## src/logic/clock_pkg.sv

```systemverilog
/*
 * clock package
 * shared enums, time and control structs, field limits and the segment table
 */
package clock_pkg;

	// ------------------------------------------------------------------------
	// modes and edit position
	// ------------------------------------------------------------------------
	typedef enum logic [1:0] {
		MODE_CLOCK = 2'd0,	// free-running count
		MODE_SETUP = 2'd1,	// count stopped, step edits clock time
		MODE_ALARM = 2'd2	// shows and edits alarm time
	} mode_e;

	typedef enum logic {
		POS_SEC = 1'b0,
		POS_MIN = 1'b1
	} pos_e;

	// ------------------------------------------------------------------------
	// time and control bundles
	// ------------------------------------------------------------------------
	typedef struct packed {
		logic [5:0] minutes;	// 0..59
		logic [5:0] seconds;	// 0..59
	} mm_ss_t;

	typedef struct packed {
		mode_e mode;
		pos_e  position;
		logic  alarm_en;	// level, toggled by the alarm key
		logic  step;		// one-cycle increment strobe
	} ctrl_t;

	// key indices into the key vector
	localparam int N_KEYS    = 4;
	localparam int KEY_MODE  = 0;
	localparam int KEY_POS   = 1;
	localparam int KEY_STEP  = 2;
	localparam int KEY_ALARM = 3;

	localparam logic [5:0] MAX_MS = 6'd59;	// last value of a field

	localparam int N_DIGITS = 4;

	typedef logic [6:0] seg_t;			// a in bit 6, g in bit 0
	typedef logic [N_DIGITS-1:0] digit_en_t;	// active low

	// hex to segments, active high
	localparam seg_t SEG_TABLE [16] = '{
		7'b111_1110,	// 0
		7'b011_0000,	// 1
		7'b110_1101,	// 2
		7'b111_1001,	// 3
		7'b011_0011,	// 4
		7'b101_1011,	// 5
		7'b101_1111,	// 6
		7'b111_0000,	// 7
		7'b111_1111,	// 8
		7'b111_0011,	// 9
		7'b111_0111,	// A
		7'b001_1111,	// b
		7'b100_1110,	// C
		7'b011_1101,	// d
		7'b100_1111,	// E
		7'b100_0111	// F
	};

endpackage

```

## src/logic/tick_gen.sv

```systemverilog
/*
 * tick generator
 * one-cycle strobe every DIV clocks, first strobe DIV cycles after reset
 */
module tick_gen #(
	parameter int DIV = 4
) (
	input  logic clk,
	input  logic rst_n,
	output logic o_tick
);

	localparam int CW = (DIV > 1) ? $clog2(DIV) : 1;

	logic [CW-1:0] cnt;

	always_ff @(posedge clk or negedge rst_n) begin
		if (!rst_n) begin
			cnt    <= '0;
			o_tick <= 1'b0;
		end else if (cnt == CW'(DIV - 1)) begin
			cnt    <= '0;	// restart the period
			o_tick <= 1'b1;
		end else begin
			cnt    <= cnt + 1'b1;
			o_tick <= 1'b0;
		end
	end

endmodule

```

## src/logic/key_debounce.sv

```systemverilog
/*
 * key debouncer
 * two samples per key on i_sample, one press strobe per stable press
 */
module key_debounce #(
	parameter int N_KEYS = 4
) (
	input  logic              clk,
	input  logic              rst_n,
	input  logic              i_sample,
	input  logic [N_KEYS-1:0] i_keys,
	output logic [N_KEYS-1:0] o_press
);

	logic [N_KEYS-1:0] samp_new;	// latest sample
	logic [N_KEYS-1:0] samp_old;	// sample before that
	logic [N_KEYS-1:0] stable;	// debounced level

	// keys count as held out of reset, so a key held through
	// reset has to be released before it can press
	always_ff @(posedge clk or negedge rst_n) begin
		if (!rst_n) begin
			samp_new <= '1;
			samp_old <= '1;
		end else if (i_sample) begin
			samp_new <= i_keys;
			samp_old <= samp_new;
		end
	end

	// ------------------------------------------------------------------------
	// stable level, set on press and cleared on two low samples
	// ------------------------------------------------------------------------
	always_ff @(posedge clk or negedge rst_n) begin
		if (!rst_n) begin
			stable <= '1;
		end else begin
			stable <= (stable | o_press) & (samp_new | samp_old);
		end
	end

	// high for the one cycle before stable catches up
	assign o_press = samp_new & samp_old & ~stable;

endmodule

```

## src/logic/mode_ctrl.sv

```systemverilog
/*
 * mode controller
 * mode, edit position and alarm enable from key presses, plus the step strobe
 */
module mode_ctrl (
	input  logic                         clk,
	input  logic                         rst_n,
	input  logic [clock_pkg::N_KEYS-1:0] i_press,
	output clock_pkg::ctrl_t             o_ctrl
);

	clock_pkg::mode_e mode;
	clock_pkg::pos_e  position;
	logic             alarm_en;
	logic             step;
	logic             edit_mode;	// step allowed here

	assign edit_mode = (mode == clock_pkg::MODE_SETUP) ||
			   (mode == clock_pkg::MODE_ALARM);

	always_ff @(posedge clk or negedge rst_n) begin
		if (!rst_n) begin
			mode     <= clock_pkg::MODE_CLOCK;
			position <= clock_pkg::POS_SEC;
			alarm_en <= 1'b0;
			step     <= 1'b0;
		end else begin
			if (i_press[clock_pkg::KEY_MODE]) begin
				if (mode == clock_pkg::MODE_ALARM)
					mode <= clock_pkg::MODE_CLOCK;	// wrap
				else
					mode <= clock_pkg::mode_e'(mode + 2'd1);
			end

			if (i_press[clock_pkg::KEY_POS]) begin
				position <= (position == clock_pkg::POS_SEC) ?
					    clock_pkg::POS_MIN : clock_pkg::POS_SEC;
			end

			if (i_press[clock_pkg::KEY_ALARM])
				alarm_en <= ~alarm_en;

			// one cycle copy of the step press
			step <= i_press[clock_pkg::KEY_STEP] & edit_mode;
		end
	end

	assign o_ctrl.mode     = mode;
	assign o_ctrl.position = position;
	assign o_ctrl.alarm_en = alarm_en;
	assign o_ctrl.step     = step;

endmodule

```

## src/logic/time_core.sv

```systemverilog
/*
 * time core
 * clock and alarm minutes:seconds, setup stepping and the alarm flag
 */
module time_core (
	input  logic              clk,
	input  logic              rst_n,
	input  logic              i_sec_tick,
	input  clock_pkg::ctrl_t  i_ctrl,
	output clock_pkg::mm_ss_t o_shown,
	output logic              o_alarm
);

	clock_pkg::mm_ss_t clk_time;	// running clock
	clock_pkg::mm_ss_t alm_time;	// alarm setting
	logic              run;		// count allowed
	logic              step_clk;	// step goes to clock time
	logic              step_alm;	// step goes to alarm time
	logic              match;
	logic              alarm_q;

	// field + 1, back to zero past 59
	function automatic logic [5:0] wrap_inc(input logic [5:0] v);
		return (v == clock_pkg::MAX_MS) ? 6'd0 : v + 6'd1;
	endfunction

	assign run      = i_sec_tick && (i_ctrl.mode != clock_pkg::MODE_SETUP);
	assign step_clk = i_ctrl.step && (i_ctrl.mode == clock_pkg::MODE_SETUP);
	assign step_alm = i_ctrl.step && (i_ctrl.mode != clock_pkg::MODE_SETUP);

	// ------------------------------------------------------------------------
	// clock time
	// ------------------------------------------------------------------------
	always_ff @(posedge clk or negedge rst_n) begin
		if (!rst_n) begin
			clk_time <= '0;
		end else if (run) begin
			if (clk_time.seconds == clock_pkg::MAX_MS) begin
				clk_time.seconds <= 6'd0;
				clk_time.minutes <= wrap_inc(clk_time.minutes);	// carry
			end else begin
				clk_time.seconds <= clk_time.seconds + 6'd1;
			end
		end else if (step_clk) begin
			// setup edit, no carry between fields
			if (i_ctrl.position == clock_pkg::POS_SEC)
				clk_time.seconds <= wrap_inc(clk_time.seconds);
			else
				clk_time.minutes <= wrap_inc(clk_time.minutes);
		end
	end

	// ------------------------------------------------------------------------
	// alarm time
	// ------------------------------------------------------------------------
	always_ff @(posedge clk or negedge rst_n) begin
		if (!rst_n) begin
			alm_time <= '0;
		end else if (step_alm) begin
			if (i_ctrl.position == clock_pkg::POS_SEC)
				alm_time.seconds <= wrap_inc(alm_time.seconds);
			else
				alm_time.minutes <= wrap_inc(alm_time.minutes);
		end
	end

	// ------------------------------------------------------------------------
	// alarm flag
	// ------------------------------------------------------------------------
	assign match = (clk_time == alm_time);

	// latches on a match, held until the enable drops
	always_ff @(posedge clk or negedge rst_n) begin
		if (!rst_n) begin
			alarm_q <= 1'b0;
		end else begin
			alarm_q <= i_ctrl.alarm_en & (alarm_q | match);
		end
	end

	assign o_alarm = alarm_q;

	// alarm mode shows the alarm setting
	assign o_shown = (i_ctrl.mode == clock_pkg::MODE_ALARM) ? alm_time : clk_time;

endmodule

```

## src/logic/seg_display.sv

```systemverilog
/*
 * seven-segment display driver
 * splits mm:ss into four digits and scans them one at a time
 */
module seg_display (
	input  logic                 clk,
	input  logic                 rst_n,
	input  logic                 i_scan_tick,
	input  clock_pkg::mm_ss_t    i_shown,
	output clock_pkg::seg_t      o_seg,
	output clock_pkg::digit_en_t o_digit_en
);

	localparam int IW = $clog2(clock_pkg::N_DIGITS);

	logic [IW-1:0] idx;		// digit being driven
	logic [5:0]    sec_tens;
	logic [5:0]    sec_units;
	logic [5:0]    min_tens;
	logic [5:0]    min_units;
	logic [3:0]    digits [clock_pkg::N_DIGITS];

	// ------------------------------------------------------------------------
	// tens and units split
	// ------------------------------------------------------------------------
	assign sec_tens  = i_shown.seconds / 6'd10;
	assign sec_units = i_shown.seconds % 6'd10;
	assign min_tens  = i_shown.minutes / 6'd10;
	assign min_units = i_shown.minutes % 6'd10;

	// digit 0 is the rightmost
	assign digits[0] = sec_units[3:0];
	assign digits[1] = sec_tens[3:0];
	assign digits[2] = min_units[3:0];
	assign digits[3] = min_tens[3:0];

	// ------------------------------------------------------------------------
	// scan index
	// ------------------------------------------------------------------------
	always_ff @(posedge clk or negedge rst_n) begin
		if (!rst_n) begin
			idx <= '0;
		end else if (i_scan_tick) begin
			if (idx == IW'(clock_pkg::N_DIGITS - 1))
				idx <= '0;	// back to digit 0
			else
				idx <= idx + 1'b1;
		end
	end

	// one low enable, pattern of that digit
	assign o_digit_en = ~(clock_pkg::digit_en_t'(1) << idx);
	assign o_seg      = clock_pkg::SEG_TABLE[digits[idx]];

endmodule

```

## src/logic/clock_top.sv

```systemverilog
/*
 * minutes:seconds clock top level
 * strobe generators, key debounce, mode control, time core and display scan
 */
module clock_top #(
	parameter int TICK_DIV   = 50_000_000,	// one second
	parameter int SCAN_DIV   = 50_000,	// digit scan period
	parameter int SAMPLE_DIV = 500_000	// key sample period
) (
	input  logic                         clk,
	input  logic                         rst_n,
	input  logic [clock_pkg::N_KEYS-1:0] i_keys,
	output clock_pkg::seg_t              o_seg,
	output clock_pkg::digit_en_t         o_digit_en,
	output clock_pkg::mm_ss_t            o_shown,
	output logic                         o_alarm
);

	logic                         sec_tick;
	logic                         scan_tick;
	logic                         sample_tick;
	logic [clock_pkg::N_KEYS-1:0] press;
	clock_pkg::ctrl_t             ctrl;

	// ------------------------------------------------------------------------
	// strobes
	// ------------------------------------------------------------------------
	tick_gen #(.DIV(TICK_DIV)) u_sec_tick (
		.clk    (clk),
		.rst_n  (rst_n),
		.o_tick (sec_tick)
	);

	tick_gen #(.DIV(SCAN_DIV)) u_scan_tick (
		.clk    (clk),
		.rst_n  (rst_n),
		.o_tick (scan_tick)
	);

	tick_gen #(.DIV(SAMPLE_DIV)) u_sample_tick (
		.clk    (clk),
		.rst_n  (rst_n),
		.o_tick (sample_tick)
	);

	// ------------------------------------------------------------------------
	// keys to control
	// ------------------------------------------------------------------------
	key_debounce #(.N_KEYS(clock_pkg::N_KEYS)) u_key_debounce (
		.clk      (clk),
		.rst_n    (rst_n),
		.i_sample (sample_tick),
		.i_keys   (i_keys),
		.o_press  (press)
	);

	mode_ctrl u_mode_ctrl (
		.clk     (clk),
		.rst_n   (rst_n),
		.i_press (press),
		.o_ctrl  (ctrl)
	);

	// ------------------------------------------------------------------------
	// time and display
	// ------------------------------------------------------------------------
	time_core u_time_core (
		.clk        (clk),
		.rst_n      (rst_n),
		.i_sec_tick (sec_tick),
		.i_ctrl     (ctrl),
		.o_shown    (o_shown),
		.o_alarm    (o_alarm)
	);

	seg_display u_seg_display (
		.clk         (clk),
		.rst_n       (rst_n),
		.i_scan_tick (scan_tick),
		.i_shown     (o_shown),
		.o_seg       (o_seg),
		.o_digit_en  (o_digit_en)
	);

endmodule

```

## config.mk

```make
export PLATFORM = sky130hd
export DESIGN_NAME = clock_top
export DESIGN_NICKNAME = d
export VERILOG_FILES = /design/src/logic/clock_pkg.sv /design/src/logic/tick_gen.sv /design/src/logic/key_debounce.sv /design/src/logic/mode_ctrl.sv /design/src/logic/time_core.sv /design/src/logic/seg_display.sv /design/src/logic/clock_top.sv
export SDC_FILE = /design/constraint.sdc
export NUM_CORES = 1
export LEC_CHECK = 0
export BUFFER_PORTS_ARGS = -buffer_cell sky130_fd_sc_hd__buf_2
export CORE_ASPECT_RATIO = 1.75
export CORE_MARGIN = 2
export CORE_UTILIZATION = 46
export CTS_CLUSTER_SIZE = 8
export DETAILED_ROUTE_END_ITERATION = 10
export GPL_TIMING_DRIVEN = 0
export PLACE_DENSITY = 0.67
export SETUP_SLACK_MARGIN = 0.3
export SLEW_MARGIN = 20
export SYNTH_ARGS = -nofsm -noshare
export SYNTH_HDL_FRONTEND = slang
export SYNTH_SLANG_ARGS = --single-unit
```

## constraint.sdc

```tcl
create_clock -name clk -period 6.1 [get_ports clk]
set_clock_uncertainty 0.15 [all_clocks]
set_input_delay 0.61 -clock clk [delete_from_list [all_inputs] [get_ports clk]]
set_output_delay 0.61 -clock clk [all_outputs]
set_load 0.02 [all_outputs]
```

==> results by group <==
Outcome
  • Status: completed

Final layout
  • Commonest non-fill, non-tap cells in the layout: dfrtp_1, nor2_1, nand2_1
  • Share of cells above drive strength 1: 0.172
  • Final instance area: 7020 um2
  • Most common cell after layout, fill and taps aside: dfrtp_1
  • # nets final: 706
  • # diodes: 0
  • Area delta synth->final: 10.9%

Clock tree
  • Total CTS buffers: 9
  • Clock buffer depth: 2
  • Root Buffer: clkbuf_16
  • Worst-path clk slew: 0.08 ns
  • H-Tree Level Count: 3
  • Setup bufs post-CTS: 0
  • Clock Latency Late Sink: 0.35 ns
  • Sink Count: 108
  • CTS tree: yes
  • Post-CTS Hold Fix Bufs: 1
  • Post-CTS sizing: 0

STA
  • TNS Setup: 0 ns
  • Max frequency: 199 MHz
  • RSZ-0062 raised after global routing: no
  • Max-slew headroom: 0.277
  • Final Max Slew Viols: 0
  • Crit share post-route: 0.824
  • # setup viols final: 0
  • Fin crit period: 5.02 ns
  • Least-Margin Pin Slew: 1.08 ns
  • Hold Vio Cnt, Final: 0

Drt
  • DRT Wirelength: 12800 um
  • Top Layer Used: met4
  • Post-DRT Antenna Nets: 0
  • Drt pass-1 iters: 5
  • DRC: 0
  • Routed wl met3: 366 um
  • WL/cell: 14.9 um
  • Metal2 WL: 6950 um
  • Met1 WL: 5070 um
  • Iteration-0 DRC Markers: 270
  • Vias: 4833
  • Vias per inst: 5.65

Floorplan
  • DIE AREA: 14700 um2
  • Die height: 159 um
  • Starting Density: 0.470
  • Site Rows: 56
  • Die W: 92.6 um
  • I/O pin count: 30
  • Core ar.: 13500 um2

Critical path
  • CP max-delay cell: a311oi_2
  • Critical path, cell by cell: inv_1 > ha_1 > buf_6 > mux2i_4 > clkinv_1 > xnor2_1 > o21ai_0 > nor4_1 > a311oi_2 > inv_1 > ha_1 > inv_1 > mux2i_1 > o211ai_1 > buf_2
  • CP dominant cell by count: inv_1
  • Worst reg2reg endpoint: u_sec_tick.cnt[17]
  • Peak fanout along the critical path: 9
  • Setup Crit Path Kind: flop to output pin
  • Reg-to-reg setup timing slack: 3.51 ns
  • Critical R2R Launch: u_sec_tick.cnt[15]
  • Critical Path End Type: output pin
  • Worst-case reg-to-reg path depth: 5
  • CP delay by family, top: buffers and inverters
  • Crit path launch type: flop
  • Largest stage delay, worst path: 0.64 ns
  • Req. time, crit path: 5.34 ns
  • Critical Path AT: 4.26 ns
  • Worst Path Buf+Inv: 6

Placement
  • Half-perimeter wire length after placement: 9500 um
  • Post-place instance area: 6720 um2
  • Placer Congestion: 0.924
  • Buffers added on ports: 29

Synthesis
  • Fraction of registers with async set/reset: 1.00
  • Main synth FF type: dfrtp_1
  • Syn_nets: 664
  • Ys Warns: 0
  • Register area share after synthesis: 0.430
  • Synthesized flop and latch total: 108
  • Number of flops mapped to enable cells by yosys: 0
  • Count of different cell masters after synthesis: 74
  • Synthesized instance count: 635
  • Post-Syn Area per Cell: 9.96 um2
  • Synthesized cell area: 6320 um2

Global routing
  • Grt ovf: 0
  • Largest net degree at the start of global routing: 84
  • First-pass GRT wire length: 22300 um
  • Vias in the first global route: 4906
  • Initial antenna violation count: 0
  • Tot GR Track Use: 0.182

Min path
  • Hold Startpoint: u_sample_tick.cnt[0]
  • Hold Path End: u_sample_tick.cnt[0]
  • Worst Hold Depth: 1
  • Worst hold path class: flop to flop

Power
  • Lkg Pwr: 3.04 nW
  • Max rail drop VDD: 0.160 mV
  • Pwr dens: 184 nW/um2

Flow run
  • Max Cap Violations: 0
[layout make-up]
cell class                      count  area, um2
Inverter                           26        100
Tap cell                          174        218
Clock inverter                      6       46.3
Multi-Input combinational cell    482       3390
Buffer                             19        115
Sequential cell                   108       2720
Clock buffer                       10        239
Fill cell                        1257       6440
Timing Repair Buffer               31        189
[how the worst max path moves through the flow]
stage,from,endpoint,slack (ns),cells past startpoint
floorplan,u_mode_ctrl.mode[0],o_seg[5],1.88,15
global placement,u_mode_ctrl.mode[0],o_seg[3],1.63,15
detailed placement,u_mode_ctrl.mode[0],o_seg[3],1.51,15
CTS,u_mode_ctrl.mode[0],o_seg[3],1.11,15
global route,u_mode_ctrl.mode[0],o_seg[3],0.76,15
finish,u_mode_ctrl.mode[0],o_seg[3],1.08,15
[cell families after synthesis]
logic type,after synthesis,share of synthesized area
mux,34,0.0726
compound gates,96,0.112
buf+inv,45,0.0340
fa+ha+maj,28,0.0534
xor+xnor,77,0.107
simple gates,247,0.191
flops,108,0.430
[sequential cells by signal (all words and copies together) (netlist names), 2 cells and up]
signal	flops
u_sec_tick.cnt	26
u_sample_tick.cnt	19
u_scan_tick.cnt	16
u_time_core.alm_time	12
u_time_core.clk_time	12
u_key_debounce.samp_new	4
u_key_debounce.samp_old	4
u_key_debounce.stable	4
u_mode_ctrl.mode	2
u_seg_display.idx	2
[per-layer routing]
layer	up-vias	global-route usage
met5	-	0
met4	0	0.0789
met3	25	0.0222
met2	105	0.337
met1	2367	0.206
li1	2336	-
[report_power, final]
part / switching (mW) / leakage, nW / internal [mW]
logic: 0.0140 / 1.48 / 0.00380
clock network: 0.266 / 0.136 / 0.292
registers: 0 / 1.42 / 0.716
total: 0.280 / 3.04 / 1.01
[through the flow]
step	power (mW)	instances	setup slack (ns)	utilization	hold WS, ns
2_1_floorplan	0.730	635	1.88	-	0.164
3_3_place_gp	0.745	838	1.63	0.497	0.295
3_5_place_dp	0.748	839	1.51	0.500	0.301
4_1_cts	1.31	856	1.11	0.522	0.310
5_1_grt	1.34	856	0.761	0.522	0.320
6_report	1.29	856	1.08	0.522	0.307
[synthesized netlist by cell type (all sizes together) (5+ instances only)]
cell	number	share of area
xor2	35	0.048
nand4	22	0.022
nor4	8	0.0079
mux2	19	0.034
a211oi	5	0.0067
mux2i	15	0.039
a31oi	8	0.0079
dfrtp	96	0.38
a21oi	15	0.012
maj3	5	0.0079
inv	25	0.015
xnor2	42	0.058
clkbuf	12	0.0073
o31ai	5	0.0059
o21ai	24	0.020
ha	23	0.046
nor2b	9	0.0089
o211ai	6	0.0079
and3	10	0.010
dfstp	12	0.050
buf	7	0.011
nor3	15	0.012
nor2	71	0.043
nand2	52	0.031
nand3	36	0.028
(Power assumes the default switching activity.)
